--- config.mk ---
export PLATFORM = sky130hd
export DESIGN_NAME = id_stage
export DESIGN_NICKNAME = d
export VERILOG_FILES = /design/src/common/id_pkg.sv /design/src/common/decode_if.sv /design/src/hdl/id_stage.sv /design/src/hdl/issue_register.sv /design/src/decode/instr_decoder.sv /design/src/decode/compressed_expander.sv
export SDC_FILE = /design/constraint.sdc
export NUM_CORES = 1
export LEC_CHECK = 0
export BUFFER_PORTS_ARGS = -buffer_cell sky130_fd_sc_hd__buf_4
export CORE_UTILIZATION = 50
export DETAILED_ROUTE_END_ITERATION = 8
export PLACE_DENSITY = 0.81
export SLEW_MARGIN = 40
export SYNTH_ARGS = -nofsm -noshare
export SYNTH_HDL_FRONTEND = slang
export SYNTH_SLANG_ARGS = --single-unit
--- constraint.sdc ---
create_clock -name clk_i -period 2.6 [get_ports clk_i]
set_clock_uncertainty 0.1 [all_clocks]
set_input_delay 0.78 -clock clk_i [delete_from_list [all_inputs] [get_ports clk_i]]
set_output_delay 0.78 -clock clk_i [all_outputs]
set_load 0.1 [all_outputs]
--- src/common/id_pkg.sv ---
/*
 * Shared widths, types and encodings for the instruction decode stage.
 * Imported by the expander, the decoder, the issue register and the top level.
 */
package id_pkg;

  // --------------------------------------------------
  // Widths and types
  // --------------------------------------------------
  localparam int unsigned XLEN      = 32;
  localparam int unsigned OPC_WIDTH = 7;

  typedef logic [31:0]      instr_t;
  typedef logic [15:0]      cinstr_t;
  typedef logic [XLEN-1:0]  xlen_t;
  typedef logic [4:0]       reg_addr_t;
  typedef logic [2:0]       fu_t;

  // Functional unit codes
  localparam fu_t FU_NONE   = 3'd0;
  localparam fu_t FU_ALU    = 3'd1;
  localparam fu_t FU_BRANCH = 3'd2;
  localparam fu_t FU_LOAD   = 3'd3;
  localparam fu_t FU_STORE  = 3'd4;

  // --------------------------------------------------
  // RV32I major opcodes
  // --------------------------------------------------
  localparam logic [OPC_WIDTH-1:0] OPC_OP_IMM = 7'b0010011;
  localparam logic [OPC_WIDTH-1:0] OPC_OP     = 7'b0110011;
  localparam logic [OPC_WIDTH-1:0] OPC_LUI    = 7'b0110111;
  localparam logic [OPC_WIDTH-1:0] OPC_AUIPC  = 7'b0010111;
  localparam logic [OPC_WIDTH-1:0] OPC_JAL    = 7'b1101111;
  localparam logic [OPC_WIDTH-1:0] OPC_JALR   = 7'b1100111;
  localparam logic [OPC_WIDTH-1:0] OPC_BRANCH = 7'b1100011;
  localparam logic [OPC_WIDTH-1:0] OPC_LOAD   = 7'b0000011;
  localparam logic [OPC_WIDTH-1:0] OPC_STORE  = 7'b0100011;

  // funct3 of the 32-bit forms built by the expander
  localparam logic [2:0] FUNCT3_ADD = 3'b000;
  localparam logic [2:0] FUNCT3_BEQ = 3'b000;
  localparam logic [2:0] FUNCT3_BNE = 3'b001;
  localparam logic [2:0] FUNCT3_LW  = 3'b010;
  localparam logic [2:0] FUNCT3_SW  = 3'b010;

  localparam reg_addr_t REG_X0 = 5'd0;

  // --------------------------------------------------
  // Compressed encodings
  // --------------------------------------------------
  localparam logic [1:0] C_QUADRANT0 = 2'b00;
  localparam logic [1:0] C_QUADRANT1 = 2'b01;
  localparam logic [1:0] C_QUADRANT2 = 2'b10;

  // Upper two bits of the x8..x15 registers named by 3-bit fields
  localparam logic [1:0] C_REG_PREFIX = 2'b01;

  localparam logic [2:0] C_FUNCT3_LW     = 3'b010;  // Quadrant 0
  localparam logic [2:0] C_FUNCT3_SW     = 3'b110;  // Quadrant 0
  localparam logic [2:0] C_FUNCT3_ADDI   = 3'b000;  // Quadrant 1
  localparam logic [2:0] C_FUNCT3_LI     = 3'b010;  // Quadrant 1
  localparam logic [2:0] C_FUNCT3_J      = 3'b101;  // Quadrant 1
  localparam logic [2:0] C_FUNCT3_BEQZ   = 3'b110;  // Quadrant 1
  localparam logic [2:0] C_FUNCT3_BNEZ   = 3'b111;  // Quadrant 1
  localparam logic [2:0] C_FUNCT3_MV_ADD = 3'b100;  // Quadrant 2

endpackage
--- src/common/decode_if.sv ---
/*
 * One decoded instruction, passed from the decoder to the issue register.
 * Qualified by the fetch valid signal, so it carries no valid of its own.
 */
`timescale 1ns/10ps

interface decode_if import id_pkg::*; ();

  fu_t       fu;
  reg_addr_t rs1;
  reg_addr_t rs2;
  reg_addr_t rd;
  xlen_t     imm;
  xlen_t     pc;
  logic      illegal;
  logic      ctrl_flow;
  instr_t    orig_instr;
  logic      is_compressed;

  modport producer (output fu, rs1, rs2, rd, imm, pc, illegal, ctrl_flow,
                    orig_instr, is_compressed);

  modport consumer (input fu, rs1, rs2, rd, imm, pc, illegal, ctrl_flow,
                    orig_instr, is_compressed);

endinterface

--- src/hdl/id_stage.sv ---
/*
 * Instruction decode stage top level.
 * Fetch word -> RVC expander -> RV32I decoder -> ID/issue register.
 */
`timescale 1ns/10ps

module id_stage import id_pkg::*; (
  input  logic      clk_i,
  input  logic      rst_ni,
  input  logic      flush_i,
  // Fetch side
  input  logic      fetch_valid_i,
  input  instr_t    fetch_instr_i,
  input  xlen_t     fetch_pc_i,
  output logic      fetch_ready_o,
  // Issue side
  input  logic      issue_ack_i,
  output logic      issue_valid_o,
  output fu_t       issue_fu_o,
  output reg_addr_t issue_rs1_o,
  output reg_addr_t issue_rs2_o,
  output reg_addr_t issue_rd_o,
  output xlen_t     issue_imm_o,
  output xlen_t     issue_pc_o,
  output logic      issue_illegal_o,
  output logic      is_ctrl_flow_o,
  output logic      is_compressed_o,
  output instr_t    orig_instr_o
);

  instr_t expanded_instr;
  logic   is_compressed;
  logic   cmp_illegal;

  decode_if dec_if ();

  compressed_expander i_compressed_expander (
    .instr_i         (fetch_instr_i),
    .instr_o         (expanded_instr),
    .is_compressed_o (is_compressed),
    .illegal_o       (cmp_illegal)
  );

  instr_decoder i_instr_decoder (
    .instr_i         (expanded_instr),
    .orig_instr_i    (fetch_instr_i),
    .pc_i            (fetch_pc_i),
    .is_compressed_i (is_compressed),
    .illegal_i       (cmp_illegal),
    .dec             (dec_if.producer)
  );

  issue_register i_issue_register (
    .clk_i, .rst_ni, .flush_i, .fetch_valid_i, .fetch_ready_o, .issue_ack_i,
    .dec             (dec_if.consumer),
    .issue_valid_o, .issue_fu_o, .issue_rs1_o, .issue_rs2_o, .issue_rd_o,
    .issue_imm_o, .issue_pc_o, .issue_illegal_o, .is_ctrl_flow_o,
    .is_compressed_o, .orig_instr_o
  );

endmodule

--- src/hdl/issue_register.sv ---
/*
 * ID/issue pipeline register holding a single decoded entry.
 * Takes a new word when empty or when the current entry is acknowledged.
 */
`timescale 1ns/10ps

module issue_register import id_pkg::*; (
  input  logic      clk_i,
  input  logic      rst_ni,
  input  logic      flush_i,
  input  logic      fetch_valid_i,
  output logic      fetch_ready_o,
  input  logic      issue_ack_i,
  decode_if.consumer dec,
  output logic      issue_valid_o,
  output fu_t       issue_fu_o,
  output reg_addr_t issue_rs1_o,
  output reg_addr_t issue_rs2_o,
  output reg_addr_t issue_rd_o,
  output xlen_t     issue_imm_o,
  output xlen_t     issue_pc_o,
  output logic      issue_illegal_o,
  output logic      is_ctrl_flow_o,
  output logic      is_compressed_o,
  output instr_t    orig_instr_o
);

  logic valid_q;

  // Space now, or space freed by this cycle's acknowledge
  assign fetch_ready_o = fetch_valid_i & (~valid_q | issue_ack_i);
  assign issue_valid_o = valid_q;

  always_ff @(posedge clk_i or negedge rst_ni) begin
    if (!rst_ni) begin
      valid_q         <= 1'b0;
      issue_fu_o      <= FU_NONE;
      issue_rs1_o     <= '0;
      issue_rs2_o     <= '0;
      issue_rd_o      <= '0;
      issue_imm_o     <= '0;
      issue_pc_o      <= '0;
      issue_illegal_o <= 1'b0;
      is_ctrl_flow_o  <= 1'b0;
      is_compressed_o <= 1'b0;
      orig_instr_o    <= '0;
    end else begin
      // Flush wins, so a word taken in the flush cycle is dropped
      if (flush_i) begin
        valid_q <= 1'b0;
      end else if (fetch_ready_o) begin
        valid_q <= 1'b1;
      end else if (issue_ack_i) begin
        valid_q <= 1'b0;
      end

      if (fetch_ready_o) begin
        issue_fu_o      <= dec.fu;
        issue_rs1_o     <= dec.rs1;
        issue_rs2_o     <= dec.rs2;
        issue_rd_o      <= dec.rd;
        issue_imm_o     <= dec.imm;
        issue_pc_o      <= dec.pc;
        issue_illegal_o <= dec.illegal;
        is_ctrl_flow_o  <= dec.ctrl_flow;
        is_compressed_o <= dec.is_compressed;
        orig_instr_o    <= dec.orig_instr;
      end
    end
  end

endmodule

--- src/decode/instr_decoder.sv ---
/*
 * Base RV32I decoder: functional unit, register fields, immediate and flags.
 * Combinational; drives the producer side of decode_if.
 */
`timescale 1ns/10ps

module instr_decoder import id_pkg::*; (
  input  instr_t            instr_i,
  input  instr_t            orig_instr_i,
  input  xlen_t             pc_i,
  input  logic              is_compressed_i,
  input  logic              illegal_i,
  decode_if.producer        dec
);

  logic [OPC_WIDTH-1:0] opcode;
  reg_addr_t            rs1_f;
  reg_addr_t            rs2_f;
  reg_addr_t            rd_f;

  xlen_t                imm_i;
  xlen_t                imm_s;
  xlen_t                imm_b;
  xlen_t                imm_u;
  xlen_t                imm_j;

  fu_t                  fu;
  reg_addr_t            rs1;
  reg_addr_t            rs2;
  reg_addr_t            rd;
  xlen_t                imm;
  logic                 illegal;
  logic                 ctrl_flow;

  // --------------------------------------------------
  // Raw fields
  // --------------------------------------------------
  assign opcode = instr_i[OPC_WIDTH-1:0];
  assign rd_f   = instr_i[11:7];
  assign rs1_f  = instr_i[19:15];
  assign rs2_f  = instr_i[24:20];

  // Sign-extended immediates for each format
  assign imm_i = {{20{instr_i[31]}}, instr_i[31:20]};
  assign imm_s = {{20{instr_i[31]}}, instr_i[31:25], instr_i[11:7]};
  assign imm_b = {{19{instr_i[31]}}, instr_i[31], instr_i[7], instr_i[30:25],
                  instr_i[11:8], 1'b0};
  assign imm_u = {instr_i[31:12], 12'b0};
  assign imm_j = {{11{instr_i[31]}}, instr_i[31], instr_i[19:12], instr_i[20],
                  instr_i[30:21], 1'b0};

  // --------------------------------------------------
  // Opcode decode
  // --------------------------------------------------
  always_comb begin
    fu        = FU_NONE;
    rs1       = '0;
    rs2       = '0;
    rd        = '0;
    imm       = '0;
    illegal   = 1'b0;
    ctrl_flow = 1'b0;

    case (opcode)
      OPC_OP_IMM: begin
        fu  = FU_ALU;
        rs1 = rs1_f;
        rd  = rd_f;
        imm = imm_i;
      end
      OPC_OP: begin
        fu  = FU_ALU;
        rs1 = rs1_f;
        rs2 = rs2_f;
        rd  = rd_f;
      end
      OPC_LUI, OPC_AUIPC: begin
        fu  = FU_ALU;
        rd  = rd_f;
        imm = imm_u;
      end
      OPC_JAL: begin
        fu        = FU_ALU;
        rd        = rd_f;
        imm       = imm_j;
        ctrl_flow = 1'b1;
      end
      OPC_JALR: begin
        fu        = FU_ALU;
        rs1       = rs1_f;
        rd        = rd_f;
        imm       = imm_i;
        ctrl_flow = 1'b1;
      end
      OPC_BRANCH: begin
        fu        = FU_BRANCH;
        rs1       = rs1_f;
        rs2       = rs2_f;
        imm       = imm_b;
        ctrl_flow = 1'b1;
      end
      OPC_LOAD: begin
        fu  = FU_LOAD;
        rs1 = rs1_f;
        rd  = rd_f;
        imm = imm_i;
      end
      OPC_STORE: begin
        fu  = FU_STORE;
        rs1 = rs1_f;
        rs2 = rs2_f;
        imm = imm_s;
      end
      default: illegal = 1'b1;
    endcase

    // Illegal words carry no operands at all
    if (illegal || illegal_i) begin
      fu        = FU_NONE;
      rs1       = '0;
      rs2       = '0;
      rd        = '0;
      imm       = '0;
      illegal   = 1'b1;
      ctrl_flow = 1'b0;
    end
  end

  assign dec.fu            = fu;
  assign dec.rs1           = rs1;
  assign dec.rs2           = rs2;
  assign dec.rd            = rd;
  assign dec.imm           = imm;
  assign dec.illegal       = illegal;
  assign dec.ctrl_flow     = ctrl_flow;
  assign dec.pc            = pc_i;
  assign dec.orig_instr    = orig_instr_i;
  assign dec.is_compressed = is_compressed_i;

endmodule

--- src/decode/compressed_expander.sv ---
/*
 * Expands a subset of RVC into the equivalent RV32I word.
 * Purely combinational; full-width words pass through untouched.
 */
`timescale 1ns/10ps

module compressed_expander import id_pkg::*; (
  input  instr_t instr_i,
  output instr_t instr_o,
  output logic   is_compressed_o,
  output logic   illegal_o
);

  cinstr_t    c;
  logic [2:0] c_funct3;
  reg_addr_t  rs1_p;
  reg_addr_t  rs2_p;

  assign c        = instr_i[15:0];
  assign c_funct3 = c[15:13];

  // Primed registers map onto x8..x15
  assign rs1_p = {C_REG_PREFIX, c[9:7]};
  assign rs2_p = {C_REG_PREFIX, c[4:2]};

  assign is_compressed_o = (instr_i[1:0] != 2'b11);

  always_comb begin
    instr_o   = instr_i;
    illegal_o = 1'b0;

    if (is_compressed_o) begin
      // Unsupported until one of the forms below matches
      instr_o   = '0;
      illegal_o = 1'b1;

      case (c[1:0])
        // --------------------------------------------------
        // Quadrant 0: word loads and stores
        // --------------------------------------------------
        C_QUADRANT0: begin
          if (c_funct3 == C_FUNCT3_LW) begin
            instr_o   = {5'b0, c[5], c[12:10], c[6], 2'b00, rs1_p, FUNCT3_LW, rs2_p, OPC_LOAD};
            illegal_o = 1'b0;
          end else if (c_funct3 == C_FUNCT3_SW) begin
            instr_o   = {5'b0, c[5], c[12], rs2_p, rs1_p, FUNCT3_SW,
                         c[11:10], c[6], 2'b00, OPC_STORE};
            illegal_o = 1'b0;
          end
        end

        // --------------------------------------------------
        // Quadrant 1: immediates, jumps and branches
        // --------------------------------------------------
        C_QUADRANT1: begin
          case (c_funct3)
            C_FUNCT3_ADDI: begin
              instr_o   = {{7{c[12]}}, c[6:2], c[11:7], FUNCT3_ADD, c[11:7], OPC_OP_IMM};
              illegal_o = 1'b0;
            end
            C_FUNCT3_LI: begin
              instr_o   = {{7{c[12]}}, c[6:2], REG_X0, FUNCT3_ADD, c[11:7], OPC_OP_IMM};
              illegal_o = 1'b0;
            end
            C_FUNCT3_J: begin
              // Scrambled offset goes into the JAL immediate layout
              instr_o   = {c[12], c[8], c[10:9], c[6], c[7], c[2], c[11], c[5:3],
                           c[12], {8{c[12]}}, REG_X0, OPC_JAL};
              illegal_o = 1'b0;
            end
            C_FUNCT3_BEQZ: begin
              instr_o   = {{4{c[12]}}, c[6:5], c[2], REG_X0, rs1_p, FUNCT3_BEQ,
                           c[11:10], c[4:3], c[12], OPC_BRANCH};
              illegal_o = 1'b0;
            end
            C_FUNCT3_BNEZ: begin
              instr_o   = {{4{c[12]}}, c[6:5], c[2], REG_X0, rs1_p, FUNCT3_BNE,
                           c[11:10], c[4:3], c[12], OPC_BRANCH};
              illegal_o = 1'b0;
            end
            default: begin
            end
          endcase
        end

        // --------------------------------------------------
        // Quadrant 2: register moves and adds
        // --------------------------------------------------
        C_QUADRANT2: begin
          // rs2 of zero selects C.JR, C.JALR or C.EBREAK, none supported
          if (c_funct3 == C_FUNCT3_MV_ADD && c[6:2] != REG_X0) begin
            if (c[12]) begin
              instr_o = {7'b0, c[6:2], c[11:7], FUNCT3_ADD, c[11:7], OPC_OP};
            end else begin
              instr_o = {7'b0, c[6:2], REG_X0, FUNCT3_ADD, c[11:7], OPC_OP};
            end
            illegal_o = 1'b0;
          end
        end

        default: begin
        end
      endcase
    end
  end

endmodule

== Yosys cells after proc, flatten, opt, wreduce, memory -nomap -nowiden ==
Index checks and enable logic that the tools add are counted.
Widths: inputs -> output; s select.

* Register bits: 118
* Bits of input ports: 69
* Output and inout port bits: 119
* Logic and storage cells: 76

* Eq/ne operators: 17
* Multiplexer cells: 30
* Bitwise operators: 3
* Reductions and logical operators: 15

{| class="wikitable"
|+ Operators with widths
! kind !! count
|-
| $pmux 32 s5 || 2
|-
| $pmux 32 s3 || 1
|-
| $mux 32 || 2
|-
| $mux 27 || 2
|-
| $mux 5 || 6
|-
| $mux 25 || 1
|-
| $eq 7x6->1 const B || 3
|-
| $eq 7x7->1 const B || 3
|-
| $mux 20 || 1
|-
| $eq 7x5->1 const B || 2
|-
| $eq 3x3->1 const B || 4
|-
| $mux 1 || 12
|-
| $pmux 3 s4 || 1
|-
| $reduce_or 6->1 || 2
|-
| $reduce_or 3->1 || 3
|-
| $reduce_or 9->1 || 1
|-
| $eq 7x2->1 const B || 1
|-
| $reduce_or 7->1 || 1
|-
| $reduce_bool 5->1 || 1
|-
| $reduce_or 5->1 || 1
|-
| $eq 3x2->1 const B || 1
|-
| $logic_not 3->1 || 1
|-
| $mux 3 || 1
|-
| $pmux 1 s3 || 1
|-
| other kinds (11) || 11
|}

== Longest topological paths before layout ==
* Word-level depth: 10
* Mapped depth: 10
* Gate-level depth less buffers: 7

== By module ==
Synthesis repeated with hierarchy kept, for this count alone.

* Cell total of the unflattened synthesis: 589
* Area, all modules: 6605.1 um^2

{| class="wikitable"
|+ Modules (own cells, without submodules)
! module !! instances !! cells each !! area each (um^2) !! sequential area each (um^2)
|-
| issue_register || 1 || 252 || 4458.0 || 2952.8
|-
| instr_decoder || 1 || 196 || 1311.3 || 0.0
|-
| compressed_expander || 1 || 141 || 835.8 || 0.0
|}

== Worst setup path before layout ==
Ideal clock, no wire load.

* Path kind: register to output
* Start: reg i_issue_register.valid_q, in the netlist i_issue_register.issue_valid_o
* End: out fetch_ready_o
* Data arrival time: 2235 ps
* Data required time: 1720 ps
* Slack: -515 ps
* Cell stages (with the launch flop): 5
* Path buffers: 1
* Cell sequence: dfrtp_1 -> nand2b_1 -> nand2_1 -> clkinv_1 -> clkbuf_1

* Longest elaborated chain between the ends: 3

{| class="wikitable"
|+ Ends and longest elaborated chain
! item !! RTL line !! RTL
|-
| start, declared || issue_register.sv:28 || <nowiki>logic valid_q;</nowiki>
|-
| start signal, assigned || issue_register.sv:36 || <nowiki>valid_q <= 1'b0;</nowiki>
|-
| start signal, assigned || issue_register.sv:50 || <nowiki>valid_q <= 1'b0;</nowiki>
|-
| start signal, assigned || issue_register.sv:52 || <nowiki>valid_q <= 1'b1;</nowiki>
|-
| $not 1->1 || issue_register.sv:31 || <nowiki>assign fetch_ready_o = fetch_valid_i & (~valid_q | issue_ack_i);</nowiki>
|-
| $or 1x1->1 || issue_register.sv:31 ||
|-
| $and 1x1->1 || issue_register.sv:31 ||
|-
| end, declared || id_stage.sv:15 || <nowiki>output logic fetch_ready_o,</nowiki>
|}

No other way between the ends.

== Final worst setup path ==
* Start: in fetch_instr_i[6]
* End: reg i_issue_register.issue_imm_o[21]

* Longest elaborated chain between the ends: 10
* Elaborated cells on any way between the ends: 24
* Those cells by class: 9 x eq/ne; 9 x mux; 6 x reduce/logical

{| class="wikitable"
|+ Ends and longest elaborated chain
! item !! RTL line !! RTL
|-
| start, declared || id_stage.sv:13 || <nowiki>input instr_t fetch_instr_i,</nowiki>
|-
| $reduce_bool 5->1 || compressed_expander.sv:91 || <nowiki>if (c_funct3 == C_FUNCT3_MV_ADD && c[6:2] != REG_X0) begin</nowiki>
|-
| $logic_and 1x1->1 || compressed_expander.sv:91 ||
|-
| $mux 25 || compressed_expander.sv:91 ||
|-
| $pmux 32 s3 || compressed_expander.sv:37 || <nowiki>case (c[1:0])</nowiki>
|-
| $mux 32 || compressed_expander.sv:32 || <nowiki>if (is_compressed_o) begin</nowiki>
|-
| $eq 7x5->1 (tied with other cells) || instr_decoder.sv:64 || <nowiki>case (opcode)</nowiki>
|-
| $reduce_or 9->1 (no line) || - ||
|-
| $mux 1 || instr_decoder.sv:64 ||
|-
| $logic_or 1x1->1 || instr_decoder.sv:118 || <nowiki>if (illegal || illegal_i) begin</nowiki>
|-
| $mux 32 * || instr_decoder.sv:118 ||
|-
| end signal, assigned || issue_register.sv:62 || <nowiki>issue_imm_o <= dec.imm;</nowiki>
|-
| end, declared || issue_register.sv:20 || <nowiki>output xlen_t issue_imm_o,</nowiki>
|}

Every way passes the cells marked *; elsewhere a longest branch is shown, timed or not.
A chain may end at the register's enable or synchronous reset.

==> results by group <==
Status
  – Run status: finished, violations left
  – Violated checks: setup timing

Routing
  – Wire length per cell: 20.2 µm
  – Initial drt markers: 624
  – Drt pass-1 iters: 5
  – DR vias: 6196
  – ANT nets after route: 0
  – Residual DRC count: 0
  – Routed WL: 21.4 mm
  – Via/cell ratio: 5.86

Synth
  – Async SR Flop Fraction: 100%
  – EDFF count, synth: 0
  – Synthesized instance count: 629
  – Synth warn: 0
  – Syn Nets: 698
  – Seq/Total Area, Yosys: 51.8%
  – Mapped Area: 5700 µm²
  – Syn Area/Cell: 9.07 µm²
  – Distinct cell type count after synthesis: 67
  – Yosys reg bits: 118
  – Synth Flop Type: dfrtp_1

GRT
  – Largest net degree at the start of global routing: 133
  – Number of antenna violations at the first check in global routing: 0
  – Tot GR Track Use: 34.2%
  – Vias in the first global route: 5865
  – First-pass GRT wire length: 30.3 mm
  – Global route overflow: 0

Pwr
  – Clock share of power: 33.8%
  – Sequential share of power: 32.5%
  – Pwr dens: 712 nW/µm²
  – Worst VDD drop: 0.666 mV
  – Switching pwr: 2.50 mW
  – Gate power share: 33.7%
  – Internal power: 3.84 mW
  – Switching share of power: 39.4%
  – Leakage: 4.55 nW
  – Total Power: 6.34 mW

Worst setup path
  – CP peak stage delay: 0.55 ns
  – Worst Setup End Kind: flop
  – Max FO, Critical Path: 5
  – Critical path class: input port to flop
  – Worst path slowest cell: or4_4
  – Most Frequent Cell on Critical Path: buf_6
  – FF-to-FF Start: i_issue_register.issue_valid_o$_DFFE_PN0P_
  – Crit path launch type: input port
  – Crit path DAT: 2.97 ns
  – Crit path launch: fetch_instr_i[6]
  – CP required: 2.85 ns
  – Critical path's top delay family: compound AO/OA/AOI/OAI gates
  – CP bufs+invs: 3
  – Worst-path cell chain: buf_6 > or4_4 > o21ai_0 > a21o_1 > nand4_4 > buf_6 > buf_6 > a31o_4 > a21boi_2 > o21ai_2

Timing
  – Worst slew pin tran: 0.662 ns
  – Min cycle time layout: 2.72 ns
  – Final setup margin: -0.119 ns
  – Hold violation count in the final report: 0
  – Max Clk Rate: 0.368 GHz
  – Final period util: 105%
  – Setup violators final: 38
  – Count of pins over their slew limit: 0
  – Rel. slew slack: 55.4%
  – RSZ-0062 raised after global routing: yes
  – Final setup TNS: -2.23 ns

Floorplan
  – Die area: 11800 µm²
  – Initial Utilization: 51.9%
  – Core region area: 11000 µm²
  – Die width: 109 µm
  – Die Y: 109 µm
  – I/O pin count: 188
  – Site Rows: 38

Clock network
  – TritonCTS clock tree: yes
  – CTS buffer count: 17
  – Num Clock Sinks: 118
  – # H-tree levels: 4
  – Root buf cell: clkbuf_16
  – Hold_buf cts: 0
  – Worst skew pair latency: 0.42 ns
  – Deepest clock path buffer count: 2
  – Clock-pin slew on the worst setup and hold paths: 0.06 ns

Final layout
  – Fraction of layout cells with a size suffix above 1: 42.7%
  – Multi-input logic area: 2840 µm²
  – Most frequent cells in the layout: buf_4 (285), nand2_1 (223), dfrtp_1 (118), a22o_1 (30), o21ai_0 (27)
  – Final layout net count: 975
  – Most common cell after layout, fill and taps aside: buf_4
  – ANT cells: 0
  – # fillers: 673
  – Post-Layout Inst Area: 8900 µm²
  – Synthesis-to-finish area growth: 56.1%
  – Register Area: 2950 µm²

Placed design
  – Routability congestion estimate from global placement: 0.926
  – Placed cell area: 8010 µm²
  – I/O Buffers: 187
  – Post-detail-place hpwl: 14.7 mm

Job
  – Max-Cap Viols: 0

Min path
  – Worst min path class: input port to asynchronous set/reset pin
## cell type report
cell class,instances,area share (%)
Inverter,11,0.548
Clock buffer,22,5.10
Clock inverter,9,0.899
Timing Repair Buffer,300,26.5
Multi-Input combinational cell,458,31.8
Tap cell,140,1.97
Sequential cell,118,33.2
## per-layer routing
layer	part of all wire, %	vias up	GRT usage, %
met2	50	346	58.2
li1	-	2752	-
met5	0	-	0
met3	7.5	66	7.71
met1	39	3032	41.1
met4	3.9	0	16.2
## synthesized netlist by cell type, drive strengths merged, types with 2 or more instances
cell / number / area (µm²)
a21oi: 27 / 150
a211o: 3 / 26.3
a21o: 3 / 22.5
nand2: 227 / 860
a32oi: 5 / 43.8
a211oi: 3 / 35.0
and3: 3 / 18.8
o21ai: 38 / 194
o22ai: 3 / 18.8
a22oi: 8 / 60.1
a222oi: 2 / 20.0
a31oi: 2 / 12.5
nand2b: 7 / 43.8
or2: 3 / 18.8
clkbuf: 31 / 116
a21boi: 4 / 41.3
o31ai: 4 / 30.0
inv: 10 / 37.5
a31o: 2 / 17.5
a221o: 9 / 90.1
nor4: 3 / 25.0
or4: 2 / 18.8
nor3: 7 / 35.0
nand3: 6 / 30.0
dfrtp: 118 / 2950
buf: 12 / 65.1
a32o: 6 / 60.1
o2bb2ai: 3 / 26.3
a21bo: 3 / 30.0
nor4b: 2 / 23.8
o21a: 3 / 23.8
and2: 3 / 18.8
nor3b: 2 / 15.0
nor2: 17 / 63.8
a41oi: 2 / 55.1
nor2b: 2 / 12.5
a22o: 30 / 263
## through the flow
stage / hold WS [ns] / setup slack, ns / instances / util, %
2_1_floorplan: 0.384 / -0.364 / 629 / -
3_3_place_gp: 0.359 / -0.511 / 1019 / 72.9
3_5_place_dp: 0.363 / -0.557 / 1019 / 72.9
4_1_cts: 0.100 / -0.0705 / 1052 / 78.3
5_1_grt: 0.104 / -0.145 / 1058 / 81.1
6_report: 0.105 / -0.119 / 1058 / 81.1
## registers in the layout, indices dropped and copies added (netlist names)
register,cells
i_issue_register.is_compressed_o,1
i_issue_register.issue_illegal_o,1
i_issue_register.is_ctrl_flow_o,1
i_issue_register.issue_fu_o,3
i_issue_register.issue_pc_o,32
i_issue_register.issue_rd_o,5
i_issue_register.issue_rs1_o,5
i_issue_register.issue_rs2_o,5
i_issue_register.orig_instr_o,32
i_issue_register.issue_valid_o,1
i_issue_register.issue_imm_o,32
## final timing paths
| path | endpoint | cells past startpoint | slack [ns] |
|---|---|---|---|
| max in group asynchronous | i_issue_register.orig_instr_o[9]$_DFFE_PN0P_ | 2 | 1.70 |
| max | i_issue_register.issue_imm_o[21]$_DFFE_PN0P_ | 10 | -0.12 |
| max reg2reg | i_issue_register.issue_imm_o[17]$_DFFE_PN0P_ | 9 | 0.67 |
| min reg2reg | i_issue_register.orig_instr_o[12]$_DFFE_PN0P_ | 2 | 0.37 |
| min in group clk_i | i_issue_register.orig_instr_o[12]$_DFFE_PN0P_ | 2 | 0.37 |
| min | i_issue_register.issue_imm_o[2]$_DFFE_PN0P_ | 1 | 0.10 |
## kinds of logic (layout without fill, tap and decap cells)
logic type             count (synthesis)  after routing  synth area share, %
AOI/OAI and AO/OA                    167            168                 22.4
and+or+nand+nor                      289            289                 21.7
DFF                                  118            118                 51.8
buffers and inverters                 54            342                 3.90
muxes                                  1              1                0.197
## power by group through the flow
| stage | clock (mW) | sequential (mW) | combinational, mW |
|---|---|---|---|
| final | 2.14 | 2.06 | 2.14 |
| after global routing | 2.24 | 2.07 | 2.21 |
| after CTS | 2.15 | 2.06 | 2.05 |
| after detailed placement | 0 | 2.09 | 2.04 |
| after global placement | 0 | 2.08 | 2.01 |
| after floorplan | 0 | 3.09 | 0.391 |
## timing repair
| item | CTS | global route |
|---|---|---|
| resized for setup | 11 | 56 |
| cloned | 0 | 2 |
| endpoints found under the setup margin | 40 | 49 |
| buffers inserted | 2 | 5 |
| pin swaps | 1 | 21 |
Power figures use the tool's default switching activity.
